--- src/cu_pkg.sv ---
package cu_pkg;

	localparam int word_w     = 16;	// Data and address width
	localparam int bus_ctrl_w = 7;	// {w/b, src[2:0], dst[2:0]}
	localparam int rnum_w     = 5;	// Register number
	localparam int cycle_w    = 4;	// Instruction cycle counter
	localparam int op_w       = 7;	// Decoded opcode
	localparam int cond_w     = 4;	// Condition code field
	localparam int cex_w      = 8;	// {active, result, true cnt, false cnt}
	localparam int alu_op_w   = 6;	// {operation, w/b}

	// Bus source and destination codes
	localparam logic [2:0] bus_mdr = 3'd0;	// MDR as source, MAR/MDR as destination
	localparam logic [2:0] bus_reg = 3'd1;	// Register file
	localparam logic [2:0] bus_ir  = 3'd2;	// Instruction register
	localparam logic [2:0] bus_alu = 3'd3;	// ALU result

	localparam logic [bus_ctrl_w-1:0] bus_ctrl_idle = 7'b1111111;	// No transfer

	localparam logic [1:0] psw_src_alu  = 2'b00;	// PSW flags follow the ALU
	localparam logic [1:0] psw_src_none = 2'b11;	// PSW left alone

	localparam logic [2:0] ctrl_mem_read = 3'b100;	// Memory enabled, read, word

	localparam logic [rnum_w-1:0] reg_pc     = 5'd7;	// Program counter
	localparam logic [rnum_w-1:0] reg_const2 = 5'd10;	// Constant +2

	localparam logic [cycle_w-1:0] cyc_fetch   = 4'd1;	// PC to MAR, PC + 2 in ALU
	localparam logic [cycle_w-1:0] cyc_pc_wb   = 4'd2;	// ALU result back to PC
	localparam logic [cycle_w-1:0] cyc_ir_load = 4'd3;	// MDR to IR
	localparam logic [cycle_w-1:0] cyc_decode  = 4'd4;
	localparam logic [cycle_w-1:0] cyc_exec    = 4'd5;

	localparam logic [op_w-1:0] op_beq   = 7'd1;	// First conditional branch
	localparam logic [op_w-1:0] op_bra   = 7'd8;	// Last branch
	localparam logic [op_w-1:0] op_add   = 7'd9;	// First register ALU op
	localparam logic [op_w-1:0] op_bis   = 7'd20;	// Last of the ADD group
	localparam logic [op_w-1:0] op_mov   = 7'd21;
	localparam logic [op_w-1:0] op_sra   = 7'd23;	// Shift group start
	localparam logic [op_w-1:0] op_rrc   = 7'd24;
	localparam logic [op_w-1:0] op_setcc = 7'd29;
	localparam logic [op_w-1:0] op_clrcc = 7'd30;
	localparam logic [op_w-1:0] op_cex   = 7'd31;

	localparam logic [cond_w-1:0] cond_eq = 4'd0;	// Z set
	localparam logic [cond_w-1:0] cond_ne = 4'd1;	// Z clear
	localparam logic [cond_w-1:0] cond_cs = 4'd2;	// C set
	localparam logic [cond_w-1:0] cond_cc = 4'd3;	// C clear
	localparam logic [cond_w-1:0] cond_mi = 4'd4;	// N set
	localparam logic [cond_w-1:0] cond_pl = 4'd5;	// N clear
	localparam logic [cond_w-1:0] cond_vs = 4'd6;	// V set
	localparam logic [cond_w-1:0] cond_vc = 4'd7;	// V clear
	localparam logic [cond_w-1:0] cond_hi = 4'd8;	// Unsigned higher
	localparam logic [cond_w-1:0] cond_ls = 4'd9;	// Unsigned lower or same
	localparam logic [cond_w-1:0] cond_ge = 4'd10;	// Signed greater or equal
	localparam logic [cond_w-1:0] cond_lt = 4'd11;
	localparam logic [cond_w-1:0] cond_gt = 4'd12;
	localparam logic [cond_w-1:0] cond_le = 4'd13;
	localparam logic [cond_w-1:0] cond_al = 4'd14;	// Always

	localparam int psw_c = 0;	// Carry
	localparam int psw_z = 1;	// Zero
	localparam int psw_n = 2;	// Negative
	localparam int psw_v = 4;	// Overflow, bit 3 is SLP

endpackage
--- src/cex_if.sv ---
`timescale 1ns/1ps

// CEX load from the execute controller and window decision back from the tracker
interface cex_if;

	logic                     cex_load;			// Pulse in execute cycle of CEX
	logic                     cex_cond_true;	// Condition result at load
	logic [2:0]               cex_true_cnt;		// Instructions in the true window
	logic [2:0]               cex_false_cnt;	// Instructions in the false window
	logic                     decode_step;		// High in every decode cycle
	logic                     cex_skip;			// Current instruction ruled out
	logic [cu_pkg::cex_w-1:0] cex_state;

	modport exec
	(
		output cex_load, cex_cond_true, cex_true_cnt, cex_false_cnt, decode_step,
		input  cex_skip
	);

	modport tracker
	(
		input  cex_load, cex_cond_true, cex_true_cnt, cex_false_cnt, decode_step,
		output cex_skip, cex_state
	);

endinterface

--- src/control_unit.sv ---
`timescale 1ns/1ps

module control_unit
(
	input  logic                          clock,
	input  logic                          cpucycle_rst,
	input  logic [cu_pkg::word_w-1:0]     pc,
	input  logic [cu_pkg::word_w-1:0]     brkpnt,
	input  logic [cu_pkg::op_w-1:0]       op,
	input  logic [2:0]                    dst,
	input  logic [2:0]                    srccon,
	input  logic                          rc,
	input  logic                          wb,
	input  logic [cu_pkg::cond_w-1:0]     cond_field,
	input  logic [2:0]                    true_cnt,
	input  logic [2:0]                    false_cnt,
	input  logic [4:0]                    pswb,
	input  logic [cu_pkg::word_w-1:0]     psw_in,
	output logic                          id_en,
	output logic [2:0]                    ctrl_reg_bus,
	output logic [cu_pkg::bus_ctrl_w-1:0] data_bus_ctrl,
	output logic [cu_pkg::bus_ctrl_w-1:0] addr_bus_ctrl,
	output logic [1:0]                    psw_bus_ctrl,
	output logic                          psw_update,
	output logic [cu_pkg::alu_op_w-1:0]   alu_op,
	output logic [cu_pkg::rnum_w-1:0]     alu_rnum_dst,
	output logic [cu_pkg::rnum_w-1:0]     alu_rnum_src,
	output logic [cu_pkg::rnum_w-1:0]     dbus_rnum_dst,
	output logic [cu_pkg::rnum_w-1:0]     dbus_rnum_src,
	output logic [cu_pkg::rnum_w-1:0]     addr_rnum_src,
	output logic                          s_bus_ctrl,
	output logic                          sxt_bus_ctrl,
	output logic                          sxt_shift,
	output logic [4:0]                    sxt_bit_num,
	output logic [cu_pkg::word_w-1:0]     psw_out,
	output logic [cu_pkg::cycle_w-1:0]    cycle_out,
	output logic                          breakpnt_set,
	output logic [cu_pkg::cex_w-1:0]      cex_state_out
);

	logic instr_done;	// Current instruction ends this cycle

	cex_if cex_bus();

	cycle_sequencer u_cycle_sequencer
	(
		.clock        (clock),
		.cpucycle_rst (cpucycle_rst),
		.pc           (pc),
		.brkpnt       (brkpnt),
		.instr_done   (instr_done),
		.cycle        (cycle_out),
		.halted       (breakpnt_set)
	);

	cex_tracker u_cex_tracker
	(
		.clock        (clock),
		.cpucycle_rst (cpucycle_rst),
		.cex          (cex_bus.tracker)
	);

	exec_ctrl u_exec_ctrl
	(
		.cycle (cycle_out), .halted (breakpnt_set),
		.op (op), .dst (dst), .srccon (srccon), .rc (rc), .wb (wb),
		.cond_field (cond_field), .true_cnt (true_cnt), .false_cnt (false_cnt),
		.pswb (pswb), .psw_in (psw_in), .instr_done (instr_done), .id_en (id_en),
		.ctrl_reg_bus (ctrl_reg_bus), .data_bus_ctrl (data_bus_ctrl),
		.addr_bus_ctrl (addr_bus_ctrl), .psw_bus_ctrl (psw_bus_ctrl),
		.psw_update (psw_update), .alu_op (alu_op),
		.alu_rnum_dst (alu_rnum_dst), .alu_rnum_src (alu_rnum_src),
		.dbus_rnum_dst (dbus_rnum_dst), .dbus_rnum_src (dbus_rnum_src),
		.addr_rnum_src (addr_rnum_src), .s_bus_ctrl (s_bus_ctrl),
		.sxt_bus_ctrl (sxt_bus_ctrl), .sxt_shift (sxt_shift),
		.sxt_bit_num (sxt_bit_num), .psw_out (psw_out),
		.cex (cex_bus.exec)
	);

	assign cex_state_out = cex_bus.cex_state;	// Visible for debug

endmodule

--- src/exec_ctrl.sv ---
`timescale 1ns/1ps

module exec_ctrl
(
	input  logic [cu_pkg::cycle_w-1:0]    cycle,
	input  logic                          halted,
	input  logic [cu_pkg::op_w-1:0]       op,
	input  logic [2:0]                    dst,
	input  logic [2:0]                    srccon,
	input  logic                          rc,		// Source is a constant register
	input  logic                          wb,		// Byte operation
	input  logic [cu_pkg::cond_w-1:0]     cond_field,
	input  logic [2:0]                    true_cnt,
	input  logic [2:0]                    false_cnt,
	input  logic [4:0]                    pswb,
	input  logic [cu_pkg::word_w-1:0]     psw_in,
	output logic                          instr_done,
	output logic                          id_en,
	output logic [2:0]                    ctrl_reg_bus,	// Memory {ena, r/w, w/b}
	output logic [cu_pkg::bus_ctrl_w-1:0] data_bus_ctrl,
	output logic [cu_pkg::bus_ctrl_w-1:0] addr_bus_ctrl,
	output logic [1:0]                    psw_bus_ctrl,
	output logic                          psw_update,
	output logic [cu_pkg::alu_op_w-1:0]   alu_op,
	output logic [cu_pkg::rnum_w-1:0]     alu_rnum_dst,
	output logic [cu_pkg::rnum_w-1:0]     alu_rnum_src,
	output logic [cu_pkg::rnum_w-1:0]     dbus_rnum_dst,
	output logic [cu_pkg::rnum_w-1:0]     dbus_rnum_src,
	output logic [cu_pkg::rnum_w-1:0]     addr_rnum_src,
	output logic                          s_bus_ctrl,	// ALU S input from sign extender
	output logic                          sxt_bus_ctrl,	// Extender takes the offset field
	output logic                          sxt_shift,	// Offset shifted left by one
	output logic [4:0]                    sxt_bit_num,
	output logic [cu_pkg::word_w-1:0]     psw_out,
	cex_if.exec                           cex
);

	logic                        is_branch;
	logic [cu_pkg::cond_w-1:0]   branch_cond;
	logic [cu_pkg::cond_w-1:0]   cond_sel;
	logic                        cond_taken;
	logic [cu_pkg::alu_op_w-2:0] op_off;	// ALU operation without the w/b bit
	logic [cu_pkg::rnum_w-1:0]   dst_rnum;
	logic [cu_pkg::rnum_w-1:0]   src_rnum;

	assign is_branch = (op >= cu_pkg::op_beq) && (op <= cu_pkg::op_bra);

	// BEQ..BMI map onto EQ..MI, the last three onto GE..GT
	assign branch_cond = (op <= 7'd5) ? op[cu_pkg::cond_w-1:0] - 4'd1
		: op[cu_pkg::cond_w-1:0] + 4'd4;
	assign cond_sel = is_branch ? branch_cond : cond_field;

	cond_eval u_cond_eval
	(
		.cond  (cond_sel),
		.flags (psw_in),
		.taken (cond_taken)
	);

	// SRA and RRC follow the ADD group in the ALU encoding
	assign op_off = (op >= cu_pkg::op_sra) ? (cu_pkg::alu_op_w-1)'(op - 7'd11)
		: (cu_pkg::alu_op_w-1)'(op - cu_pkg::op_add);

	assign dst_rnum = {2'b00, dst};
	assign src_rnum = {1'b0, rc, srccon};	// Constants sit eight above R0

	assign cex.cex_cond_true = cond_taken;
	assign cex.cex_true_cnt  = true_cnt;
	assign cex.cex_false_cnt = false_cnt;
	assign cex.decode_step   = (cycle == cu_pkg::cyc_decode) && ~halted;

	always_comb
	begin
		instr_done    = 1'b0;
		id_en         = 1'b0;
		ctrl_reg_bus  = 3'b000;
		data_bus_ctrl = cu_pkg::bus_ctrl_idle;
		addr_bus_ctrl = cu_pkg::bus_ctrl_idle;
		psw_bus_ctrl  = cu_pkg::psw_src_none;
		psw_update    = 1'b0;
		alu_op        = '0;
		alu_rnum_dst  = '0;
		alu_rnum_src  = '0;
		dbus_rnum_dst = '0;
		dbus_rnum_src = '0;
		addr_rnum_src = '0;
		s_bus_ctrl    = 1'b0;
		sxt_bus_ctrl  = 1'b0;
		sxt_shift     = 1'b0;
		sxt_bit_num   = 5'd0;
		psw_out       = psw_in;
		cex.cex_load  = 1'b0;

		if (!halted)
		begin
			case (cycle)
				cu_pkg::cyc_fetch:
				begin
					addr_bus_ctrl = {1'b0, cu_pkg::bus_reg, cu_pkg::bus_mdr};	// PC to MAR
					addr_rnum_src = cu_pkg::reg_pc;
					ctrl_reg_bus  = cu_pkg::ctrl_mem_read;
					alu_rnum_dst  = cu_pkg::reg_pc;		// PC + 2
					alu_rnum_src  = cu_pkg::reg_const2;
					dbus_rnum_dst = cu_pkg::reg_pc;
				end
				cu_pkg::cyc_pc_wb:
				begin
					alu_rnum_dst  = cu_pkg::reg_pc;		// Hold the add
					alu_rnum_src  = cu_pkg::reg_const2;
					dbus_rnum_dst = cu_pkg::reg_pc;
					data_bus_ctrl = {1'b0, cu_pkg::bus_alu, cu_pkg::bus_reg};
				end
				cu_pkg::cyc_ir_load:
					data_bus_ctrl = {1'b0, cu_pkg::bus_mdr, cu_pkg::bus_ir};
				cu_pkg::cyc_decode:
				begin
					id_en      = ~cex.cex_skip;
					instr_done = cex.cex_skip;		// Ruled out by CEX, no execute
				end
				cu_pkg::cyc_exec:
				begin
					instr_done = 1'b1;
					case (op) inside
						[cu_pkg::op_beq:cu_pkg::op_bra]:
						begin
							if (cond_taken)
							begin
								sxt_bit_num   = 5'd10;		// 11-bit offset field
								sxt_shift     = 1'b1;		// Word offset
								sxt_bus_ctrl  = 1'b1;
								s_bus_ctrl    = 1'b1;
								alu_rnum_dst  = cu_pkg::reg_pc;	// PC + offset
								dbus_rnum_dst = cu_pkg::reg_pc;
								data_bus_ctrl = {1'b0, cu_pkg::bus_alu, cu_pkg::bus_reg};
							end
						end
						[cu_pkg::op_add:cu_pkg::op_bis], cu_pkg::op_sra, cu_pkg::op_rrc:
						begin
							alu_op        = {op_off, wb};
							psw_update    = 1'b1;
							psw_bus_ctrl  = cu_pkg::psw_src_alu;
							alu_rnum_dst  = dst_rnum;
							alu_rnum_src  = src_rnum;
							dbus_rnum_dst = dst_rnum;
							data_bus_ctrl = {wb, cu_pkg::bus_alu, cu_pkg::bus_reg};
						end
						cu_pkg::op_mov:
						begin
							dbus_rnum_dst = dst_rnum;
							dbus_rnum_src = {2'b00, srccon};
							data_bus_ctrl = {wb, cu_pkg::bus_reg, cu_pkg::bus_reg};
						end
						cu_pkg::op_setcc:
							psw_out = {psw_in[cu_pkg::word_w-1:5], psw_in[4:0] | pswb};
						cu_pkg::op_clrcc:
							psw_out = {psw_in[cu_pkg::word_w-1:5], psw_in[4:0] & ~pswb};
						cu_pkg::op_cex:
							cex.cex_load = 1'b1;	// Window opens on this edge
						default:
							instr_done = 1'b1;	// Unsupported op does nothing
					endcase
				end
				default:
					instr_done = 1'b0;
			endcase
		end
	end

endmodule

--- src/cex_tracker.sv ---
`timescale 1ns/1ps

module cex_tracker
(
	input  logic clock,
	input  logic cpucycle_rst,
	cex_if.tracker cex
);

	logic       active;		// CEX window open
	logic       result;		// Condition was true at CEX
	logic [2:0] true_cnt;	// Remaining true-window instructions
	logic [2:0] false_cnt;	// Remaining false-window instructions
	logic [2:0] true_nx;
	logic [2:0] false_nx;
	logic       run;		// Current instruction may execute

	// True window first, false window after it
	assign run = ~active
		| (result & (true_cnt != 3'd0))
		| (~result & (true_cnt == 3'd0) & (false_cnt != 3'd0));

	assign cex.cex_skip = ~run;

	always_comb
	begin
		true_nx  = true_cnt;
		false_nx = false_cnt;
		if (true_cnt != 3'd0)
			true_nx = true_cnt - 3'd1;
		else if (false_cnt != 3'd0)
			false_nx = false_cnt - 3'd1;
	end

	always_ff @(posedge clock)
	begin
		if (cpucycle_rst)
		begin
			active    <= 1'b0;
			result    <= 1'b0;
			true_cnt  <= 3'd0;
			false_cnt <= 3'd0;
		end
		else if (cex.cex_load)
		begin
			active    <= 1'b1;
			result    <= cex.cex_cond_true;
			true_cnt  <= cex.cex_true_cnt;
			false_cnt <= cex.cex_false_cnt;
		end
		else if (cex.decode_step && active)
		begin
			true_cnt  <= true_nx;
			false_cnt <= false_nx;
			active    <= (true_nx != 3'd0) || (false_nx != 3'd0);	// Close when both drained
		end
	end

	assign cex.cex_state = {active, result, true_cnt, false_cnt};

endmodule

--- src/cond_eval.sv ---
`timescale 1ns/1ps

module cond_eval
(
	input  logic [cu_pkg::cond_w-1:0] cond,
	input  logic [cu_pkg::word_w-1:0] flags,	// PSW
	output logic                      taken
);

	logic c_f;
	logic z_f;
	logic n_f;
	logic v_f;

	assign c_f = flags[cu_pkg::psw_c];
	assign z_f = flags[cu_pkg::psw_z];
	assign n_f = flags[cu_pkg::psw_n];
	assign v_f = flags[cu_pkg::psw_v];

	always_comb
	begin
		case (cond)
			cu_pkg::cond_eq: taken = z_f;
			cu_pkg::cond_ne: taken = ~z_f;
			cu_pkg::cond_cs: taken = c_f;
			cu_pkg::cond_cc: taken = ~c_f;
			cu_pkg::cond_mi: taken = n_f;
			cu_pkg::cond_pl: taken = ~n_f;
			cu_pkg::cond_vs: taken = v_f;
			cu_pkg::cond_vc: taken = ~v_f;
			cu_pkg::cond_hi: taken = c_f & ~z_f;
			cu_pkg::cond_ls: taken = ~c_f | z_f;
			cu_pkg::cond_ge: taken = (n_f == v_f);
			cu_pkg::cond_lt: taken = (n_f != v_f);
			cu_pkg::cond_gt: taken = ~z_f & (n_f == v_f);
			cu_pkg::cond_le: taken = z_f | (n_f != v_f);
			cu_pkg::cond_al: taken = 1'b1;
			default:         taken = 1'b0;	// Code 15 is undefined
		endcase
	end

endmodule

--- src/cycle_sequencer.sv ---
`timescale 1ns/1ps

module cycle_sequencer
(
	input  logic                       clock,
	input  logic                       cpucycle_rst,
	input  logic [cu_pkg::word_w-1:0]  pc,
	input  logic [cu_pkg::word_w-1:0]  brkpnt,
	input  logic                       instr_done,	// Last cycle of current instruction
	output logic [cu_pkg::cycle_w-1:0] cycle,
	output logic                       halted		// Sticky breakpoint flag
);

	logic brk_set;	// PC sitting on the breakpoint

	// The hit is only checked at fetch, so an instruction in flight always
	// completes. The fetch word of the hit cycle drives only the MAR and the
	// ALU selects; the PC write is in cyc_pc_wb, which is not reached
	always_ff @(posedge clock)
	begin
		if (cpucycle_rst)
		begin
			cycle   <= cu_pkg::cyc_fetch;
			brk_set <= 1'b0;
		end
		else if (brk_set)
		begin
			if (pc != brkpnt)
				brk_set <= 1'b0;	// Released, count stays at fetch one more clock
		end
		else if ((cycle == cu_pkg::cyc_fetch) && (pc == brkpnt))
			brk_set <= 1'b1;		// Hold at fetch
		else if (instr_done || (cycle == cu_pkg::cyc_exec))
			cycle <= cu_pkg::cyc_fetch;	// Next instruction
		else
			cycle <= cycle + (cu_pkg::cycle_w)'(1);
	end

	assign halted = brk_set;

endmodule

--- config.mk ---
export PLATFORM = sky130hd
export DESIGN_NAME = control_unit
export DESIGN_NICKNAME = d
export VERILOG_FILES = /design/src/cu_pkg.sv /design/src/cex_if.sv /design/src/control_unit.sv /design/src/exec_ctrl.sv /design/src/cex_tracker.sv /design/src/cond_eval.sv /design/src/cycle_sequencer.sv
export SDC_FILE = /design/constraint.sdc
export NUM_CORES = 1
export LEC_CHECK = 0
export BUFFER_PORTS_ARGS = -buffer_cell sky130_fd_sc_hd__buf_2
export CAP_MARGIN = 20
export CORE_ASPECT_RATIO = 1.2
export CORE_MARGIN = 1.5
export CORE_UTILIZATION = 45
export DETAILED_ROUTE_END_ITERATION = 16
export GPL_ROUTABILITY_DRIVEN = 0
export HOLD_SLACK_MARGIN = 0.02
export PLACE_DENSITY_LB_ADDON = 0.12
export SYNTH_ARGS = -nofsm -noshare
export SYNTH_HDL_FRONTEND = slang
export SYNTH_SLANG_ARGS = --single-unit
export TNS_END_PERCENT = 1
--- constraint.sdc ---
create_clock -name clock -period 6 [get_ports clock]
set_input_delay 0.3 -clock clock [delete_from_list [all_inputs] [get_ports clock]]
set_output_delay 0.3 -clock clock [all_outputs]
set_load 0.01 [all_outputs]
Word-level counts from Yosys, hierarchy flattened
Index checks and enable logic that the tools add are counted.

storage, ports and cells
  output and inout bits = 89
  input bits = 80
  register bits = 13
  word-level logic and storage cells = 173

operators by class
  reductions and logical operators = 17
  order comparisons = 6
  add/sub/neg operators = 7
  equal/unequal tests = 29
  bitwise gates (word level) = 21
  multiplexer cells = 87

operator list
  kind                   number
  $mux W5                22
  $mux W7                7
  $mux W3                15
  $eq A7 B5 Y1 const B   6
  $pmux W5 S2            3
  $eq A4 B4 Y1 const B   7
  $eq A4 B3 Y1 const B   6
  $mux W1                24
  $mux W6                4
  $pmux W7 S3            1
  $mux W4                5
  $eq A16 B16 Y1         1
  $eq A4 B2 Y1 const B   4
  $ne A16 B16 Y1         1
  $pmux W1 S15           1
  $reduce_bool A3 Y1     4
  $sub A5 B4 Y5 const B  2
  $not A1 Y1             9
  $eq A4 B1 Y1 const B   2
  $mux W2                4
  $ge A7 B1 Y1 const B   1
  $ge A7 B4 Y1 const B   1
  $ge A7 B5 Y1 const B   1
  $le A7 B3 Y1 const B   1
  22 further kinds       35

Longest topological paths before layout
Gate-level depths: netlist (run 1).

  word-level depth = 10
  gate-level depth with buffers = 14
  mapped depth without buffers = 12

Modules after synthesis
Synthesis (run 1) repeated with hierarchy kept, for this count alone.

second synthesis, totals
  cell total of the unflattened synthesis = 367
  area, all modules = 2682.6 um^2

by module, submodules not included
  module           area each (um^2)  cells an instance  instances  seq. area each (um^2)
  exec_ctrl        1407.6            210                1          0.0
  cex_tracker      568.0             71                 1          160.2
  cycle_sequencer  513.0             58                 1          100.1
  cond_eval        193.9             28                 1          0.0

Least setup slack after synthesis (run 1)
Ideal clock, no wire load.

  kind = input to output
  from = in op[2] (netlist name)
  to = out data_bus_ctrl[5] (netlist name)
  stages on the path = 13
  required time = 5700 ps
  setup slack = 2449 ps
  path buffers = 3
  data arrival time = 3251 ps
  cell sequence = clkbuf_1 -> inv_1 -> ha_1 -> or3b_4 -> a221oi_2 -> buf_2 -> mux2i_1 -> mux2i_1 -> o221ai_1 -> o221ai_2 -> o31ai_4 -> a31o_1 -> buf_4

on the way
  word-level cells in the longest chain between the ends = 9
  elaborated cells on any way between the ends = 37
  classes of those cells = 2 x add/sub; 5 x order compare; 17 x eq/ne; 9 x mux; 4 x reduce/logical

RTL lines
  element                                                RTL line                          text
  from (decl)                                            control_unit.sv:9                 input logic [cu_pkg::op_w-1:0] op,
  $le A7 B3 Y1 (tied with other cells)                   exec_ctrl.sv:49                   assign branch_cond = (op <= 7'd5) ? op[cu_pkg::cond_w-1:0] - 4'd1
  $mux W4 / $logic_and A1 B1 Y1 (equally long branches)  exec_ctrl.sv:49, exec_ctrl.sv:46
  $mux W4                                                exec_ctrl.sv:51                   assign cond_sel = is_branch ? branch_cond : cond_field;
  $eq A4 B4 Y1 (tied with other cells)                   cond_eval.sv:22                   case (cond)
  $pmux W1 S15                                           cond_eval.sv:22
  $mux W7                                                exec_ctrl.sv:126                  if (cond_taken)
  $mux W7 *                                              exec_ctrl.sv:123                  case (op) inside
  $pmux W7 S3 *                                          exec_ctrl.sv:96                   case (cycle)
  $mux W7 *                                              exec_ctrl.sv:94                   if (!halted)
  to (decl)                                              control_unit.sv:21                output logic [cu_pkg::bus_ctrl_w-1:0] data_bus_ctrl,

Every way passes the cells marked *; elsewhere a longest branch is shown, timed or not.

Final worst setup path (run 1)
  from = in op[1] (netlist name)
  to = out sxt_bit_num[3]

on the way
  word-level cells in the longest chain between the ends = 9
  elaborated cells on any way between the ends = 28
  classes of those cells = 2 x add/sub; 3 x order compare; 14 x eq/ne; 7 x mux; 2 x reduce/logical

RTL lines
  element                                                RTL line                          text
  $le A7 B3 Y1 (tied with other cells)                   exec_ctrl.sv:49
  $mux W4 / $logic_and A1 B1 Y1 (equally long branches)  exec_ctrl.sv:49, exec_ctrl.sv:46
  $mux W4                                                exec_ctrl.sv:51
  $eq A4 B4 Y1 (tied with other cells)                   cond_eval.sv:22
  $pmux W1 S15                                           cond_eval.sv:22
  $mux W4                                                exec_ctrl.sv:126
  $mux W5 *                                              exec_ctrl.sv:123
  $mux W5 *                                              exec_ctrl.sv:96
  $mux W5 *                                              exec_ctrl.sv:94
  to (decl)                                              control_unit.sv:34                output logic [4:0] sxt_bit_num,

Marks and branches as above.

==> reports/metrics.cfg, run 1 <==
[detailed_routing]
post-route-drc-count = 0
routed_wirelength_um = 7350
num_vias = 2892
wl_per_cell_um = 13.66
ant_nets = 0
first_pass_iters = 5
via_per_inst = 5.375
drt_iter0_markers = 136

[global_routing]
grt_pass1_wl_um = 10800
track_usage_pct = 20.85
grt_start_max_net_pins = 17
grt_pass1_vias = 2379
grt_antenna_before_repair = 0
grt-ovfl-total = 0

[yosys]
synth.distinct_cells = 63
synth_compound_area_share_pct = 27.12
synthFlopType = dfxtp_1
syn_area_um2 = 2704
synth_seq_cells = 13
synth-simple-area-share_pct = 24.71
synth_edf_count = 0
synth_mux_area_share_pct = 3.378
synth-xor-area-share_pct = 7.774
synth_top_family_by_area = compound AO/OA/AOI/OAI gates
yosysWarnings = 0
yosysSeqAreaShare_pct = 9.625
async_reset_ff_share_pct = 0
synthAdderAreaFrac_pct = 9.070
postSynthCellCount = 369
synth.avg_cell_area_um2 = 7.327

[power]
ir_worst_vdd_mv = 0.1286
power_density_nw_per_um2 = 148.2
p_leak_uw = 0.001558

[clocking]
clkTransAtPathRegs_ns = 0.06
clockBufferDepth = 2
clock_latency_ns = 0.25
cts-root-buf = clkbuf_8
ctsHoldBuffers = 0
cts_buffers = 3
cts_setup_buffers = 0
htreeDepth = 1
cts_resized = 0
clkSinkCount = 13
cts_tree = built

[cells_and_area]
drive_gt1_share_pct = 32.53
final_common_cell = buf_2
diodes = 0
syn2layout_area_growth_pct = 16.57
final_cell_mix = 131 x buf_2, 29 x nor2_1, 23 x inv_1
final_core_util_pct = 54.88
fin_nets = 558
design_area_um2 = 3152

[timing]
min_period_over_period_pct = 73.33
slew_headroom_pct = 34.87
fin_skew_ns = 0.002734
finalHoldViolCount = 0
fin_ws_ns = 1.600
slew_viol_final = 0
clock.fmax_mhz = 227.3
worst_pin_slew_ns = 0.9769
fin_crit_ns = 4.400
tns_ns = 0
setup_viol_count_final = 0
grt_setup_unrepaired = false

[die]
core_um2 = 5743
dieArea_um2 = 6484
die-width_um = 73.76
die_h_um = 87.91
num_rows = 30
ios = 169
initial_core_util_pct = 47.08

[critical_path]
slowest_delay_ns = 0.82
required_ns = 5.70
path_max_fanout = 16
cp_slowest_cell = a221oi_2
cp_num_buf_inv = 4
cp_cell_sequence = buf_2 -> inv_1 -> ha_1 -> nand2_1 -> a221oi_2 -> mux2i_1 -> inv_1 -> a311oi_2 -> o221ai_2 -> o31ai_4 -> nor2b_1 -> buf_2
crit_path_end_kind = primary output
startpoint = op[1]
cp-start-kind = input port
ff2ff_path_depth = 8
r2r_start = u_cycle_sequencer.cycle[1]$_SDFFE_PP0P_
critical_path_arrival_ns = 4.10
crit_family = compound AO/OA/AOI/OAI gates
path_class = in2out
r2r_slack_ns = 2.87
reg2reg_to = u_cex_tracker.result$_SDFFE_PP0P_

[hold_path]
min_to = u_cex_tracker.false_cnt[1]$_SDFFE_PP0P_
hold_class = in2reg
min_path_cells = 3
worstHoldStart = false_cnt[1]

[placed_design]
io_buffer_count = 131
hpwl_um = 5992
placed_cell_area_um2 = 3107
place_ws_ns = 1.607

[outcome]
status = finished, final reports clean

[job]
maxCapViolCount = 0

-- through the flow --
| step | hold slack [ns] | std cells | total power, µW |
|---|---|---|---|
| 3_5_place_dp | 0.4812 | 534 | 386.0 |
| 2_1_floorplan | 0.3728 | 382 | 316.2 |
| 5_1_grt | 0.3096 | 538 | 504.3 |
| 3_3_place_gp | 0.4741 | 534 | 384.7 |
| 4_1_cts | 0.2809 | 538 | 468.1 |
| 6_report | 0.2799 | 538 | 467.1 |
-- worst min-delay path: cells and delay by family --
| family | cells | cell delay (ns) |
|---|---|---|
| buffers and inverters | 1 | 0.07 |
| and+or+nand+nor | 1 | 0.07 |
| muxes | 1 | 0.05 |
-- power breakdown --
group,internal [µW],switching (µW)
registers,90.1,6.40
logic,120,169
clock network,47.1,34.9
total,257,210
-- cells by family (layout without fill, tap and decap cells) --
| family | Yosys count | count (layout) |
|---|---|---|
| adder cells (fa/ha/maj) | 19 | 19 |
| buffers and inverters | 82 | 158 |
| XOR/XNOR | 24 | 24 |
| flip-flops | 13 | 13 |
| multiplexers | 9 | 9 |
| other | 2 | 15 |
| AO/OA/AOI/OAI | 100 | 100 |
| AND/OR/NAND/NOR | 120 | 120 |
-- worst max path at each step --
stage / end / slack, ns / depth (start not counted)
after global routing: s_bus_ctrl / 1.22 / 12
after global placement: s_bus_ctrl / 1.79 / 12
after detailed placement: sxt_bit_num[3] / 1.61 / 12
final: sxt_bit_num[3] / 1.60 / 12
after floorplan: data_bus_ctrl[5] / 2.45 / 13
after CTS: sxt_bit_num[1] / 1.60 / 12
-- synth_stat cells, types with 9 or more instances --
master,count,share of area [%]
ha_1,18,8.3
a31oi_1,9,2.1
o21ai_0,11,2.0
nand2_1,18,2.5
clkbuf_1,11,1.5
buf_4,43,12
a21oi_1,18,3.3
dfxtp_1,13,9.6
nand3_1,14,2.6
nor3_1,13,2.4
nor2_1,29,4.0
xnor2_1,21,6.8
inv_1,23,3.2
-- sequential cells by signal, indices dropped and copies added (netlist names) --
| signal | flops |
|---|---|
| u_cex_tracker.active | 1 |
| u_cex_tracker.false_cnt | 3 |
| u_cex_tracker.result | 1 |
| u_cex_tracker.true_cnt | 3 |
| u_cycle_sequencer.cycle | 4 |
| u_cycle_sequencer.halted | 1 |
-- final cells by class --
| class | count | area [µm²] |
|---|---|---|
| Multi-Input combinational cell | 287 | 2004 |
| Tap cell | 80 | 100.1 |
| Timing Repair Buffer | 131 | 655.6 |
| Fill cell | 579 | 2591 |
| Sequential cell | 13 | 260.3 |
| Clock buffer | 4 | 45.04 |
| Inverter | 23 | 86.33 |
-- metal layers --
| metal | GRT usage [%] | share of wire [%] | wire, µm |
|---|---|---|---|
| met5 | 0 | 0 | 0 |
| met4 | 4.714 | 0.95 | 70 |
| met3 | 2.301 | 3.9 | 289 |
| met2 | 37.35 | 53 | 3888 |
| met1 | 26.48 | 42 | 3102 |
No activity file was read; power rests on OpenSTA's default activity.
==> run 2, diff against run 1 <==
Settings changed: CORE_UTILIZATION 45 to 40.
Clock period 6 ns to 3.9 ns, I/O delays scaled along.
==> run 2 against run 1 <==
First-iteration DRC count is 15% lower. Count of clock-buffer cells in the layout did not move. Largest power group unchanged. Flip-flop and latch count is the same. Critical endpoint is now data_bus_ctrl[2]. Clock power increased by 51%.
==> reports/metrics.cfg, run 2 (synthesis results as in run 1) <==
[power]
p_leak_uw = 0.001587  ; +1.9%
power_density_nw_per_um2 = 224.4  ; +51%
ir_worst_vdd_mv = 0.1551  ; +21%

[timing]
slew_viol_final = 0  ; unchanged
min_period_over_period_pct = 90.76
finalHoldViolCount = 0  ; unchanged
fin_skew_ns = 0.002180  ; -0.0005540 ns
setup_viol_count_final = 0  ; unchanged
fin_ws_ns = 0.3605  ; -1.239 ns
grt_setup_unrepaired = false
clock.fmax_mhz = 282.5
tns_ns = 0  ; unchanged
slew_headroom_pct = 56.49  ; +22 points
worst_pin_slew_ns = 0.6459  ; -0.3310 ns
fin_crit_ns = 3.539

[critical_path]
reg2reg_to = u_cex_tracker.result$_SDFFE_PP0P_
endpoint = data_bus_ctrl[2]
cp_slowest_cell = o31ai_4
required_ns = 3.70  ; -2.00 ns
cp_common_cell = buf_2
r2r_slack_ns = 1.43  ; -1.44 ns
cp_cell_sequence = buf_2 -> ha_1 -> or3b_4 -> a221oi_2 -> mux2i_1 -> inv_1 -> a311oi_2 -> o221ai_2 -> o31ai_4 -> a31o_1 -> buf_2
crit_path_end_kind = primary output
critical_path_arrival_ns = 3.34  ; -0.76 ns
crit_family = compound AO/OA/AOI/OAI gates
cp_num_buf_inv = 3  ; -1
slowest_delay_ns = 0.48  ; -0.34 ns
r2r_start = u_cycle_sequencer.cycle[1]$_SDFFE_PP0P_
path_max_fanout = 16  ; unchanged
cp-start-kind = input port
path_class = in2out
ff2ff_path_depth = 10  ; +2
startpoint = op[3]
worstSetupPathDepth = 11  ; -1

[cells_and_area]
fin_nets = 564  ; +1.1%
fill_cells = 712  ; +23%
top_regs = u_cycle_sequencer.cycle: 4 flops, u_cex_tracker.false_cnt: 3 flops, u_cex_tracker.true_cnt: 3 flops
final_core_util_pct = 49.38  ; -5.5 points
largest_reg_flops = 4  ; unchanged
design_area_um2 = 3203  ; +1.6%
diodes = 0  ; unchanged
largest-register = u_cycle_sequencer.cycle
final_cell_mix = 131 x buf_2, 29 x nor2_1, 23 x inv_1
drive_gt1_share_pct = 33.41  ; +0.87 points
final_cells = 549  ; +2.0%
syn2layout_area_growth_pct = 18.46
final_common_cell = buf_2

[clocking]
htreeDepth = 1  ; unchanged
cts_setup_buffers = 0  ; unchanged
cts-root-buf = clkbuf_8
clkTransAtPathRegs_ns = 0.06  ; about the same
clock_latency_ns = 0.25  ; about the same
ctsHoldBuffers = 0  ; unchanged
cts_buffers = 3  ; unchanged
cts_resized = 0  ; unchanged
cts_tree = built
clkSinkCount = 13  ; unchanged
clockBufferDepth = 2  ; unchanged

[global_routing]
grt_pass1_wl_um = 11990  ; +11%
grt_antenna_before_repair = 0  ; unchanged
globalRouteMet3Util_pct = 1.073  ; -1.2 points
track_usage_pct = 19.76  ; -1.1 points
grt-busiest-layer = met2
grt_use_met2_pct = 36.30  ; -1.0 points
grtUsageMet1_pct = 25.00  ; -1.5 points
grt_pass1_vias = 2593  ; +9.0%
grt-ovfl-total = 0  ; unchanged
grt_start_max_net_pins = 17  ; unchanged

[detailed_routing]
first_pass_iters = 4  ; -1
post-route-drc-count = 0  ; unchanged
routed_wirelength_um = 7628  ; +3.8%
ant_nets = 0  ; unchanged
wl_per_cell_um = 13.89  ; +1.7%
drt_iter0_markers = 116  ; -15%
via_per_inst = 5.299  ; -1.4%
num_vias = 2909  ; +0.59%

[placed_design]
io_buffer_count = 131  ; unchanged
hpwl_um = 6281  ; +4.8%
dp_cells = 545  ; +2.1%
place_ws_ns = 0.4018  ; -1.205 ns
placed_cell_area_um2 = 3158  ; +1.7%

[die]
core_um2 = 6486  ; +13%
ios = 169  ; unchanged
die-width_um = 78.06  ; +5.8%
initial_core_util_pct = 41.69  ; -5.4 points
die_h_um = 93.07  ; +5.9%
dieArea_um2 = 7264  ; +12%
num_rows = 32  ; +6.7%

[job]
maxCapViolCount = 0  ; unchanged

[outcome]
status = finished, final reports clean

[hold_path]
hold_class = in2reg

## run 2: power by group
part	internal [µW]	leakage, µW	switching (µW)
registers	139	0.000105	10.2
clock network	72.3	0.0000228	52.1
logic	187	0.00146	258
total	398	0.00159	321
## run 2: tightest hold or removal path, cell delays in order
cell,delay [ns]
buf_2,0.07
mux2i_1,0.05
nor2_1,0.07
## run 2: final cells by class
class | count | area (µm²) | share of cell area, %
clock buffers | 4 | 45.04 | 1.406
repair buffers | 137 | 700.7 | 21.88
multi-input cells | 287 | 2004 | 62.58
flip-flops and latches | 13 | 260.3 | 8.125
well taps | 85 | 106.4 | 3.320
inverters | 23 | 86.33 | 2.695
## run 2: worst min-delay path by stage
stage	startpoint	end	slack (ns)	cells after the start
after floorplan	cpucycle_rst	u_cex_tracker.true_cnt[0]$_SDFFE_PP0P_	0.27	1
after global placement	psw_in[14]	psw_out[14]	0.39	0
after detailed placement	psw_in[14]	psw_out[14]	0.39	0
after CTS	false_cnt[1]	u_cex_tracker.false_cnt[1]$_SDFFE_PP0P_	0.18	3
after global routing	true_cnt[1]	u_cex_tracker.true_cnt[1]$_SDFFE_PP0P_	0.19	3
final	false_cnt[1]	u_cex_tracker.false_cnt[1]$_SDFFE_PP0P_	0.18	3
## run 2: per-stage QoR
stage               hold slack, ns  total power, µW
floorplan                   0.2678            486.4
global placement            0.3901            595.1
detailed placement          0.3901            596.1
CTS                         0.1777            724.3
global route                0.1939            773.4
finish                      0.1775            718.8
## run 2: layer usage
| layer | wire, µm | part of all wire [%] |
|---|---|---|
| met5 | 0 | 0 |
| met1 | 3240 | 42 |
| met4 | 72 | 0.94 |
| met2 | 4036 | 53 |
| met3 | 279 | 3.7 |
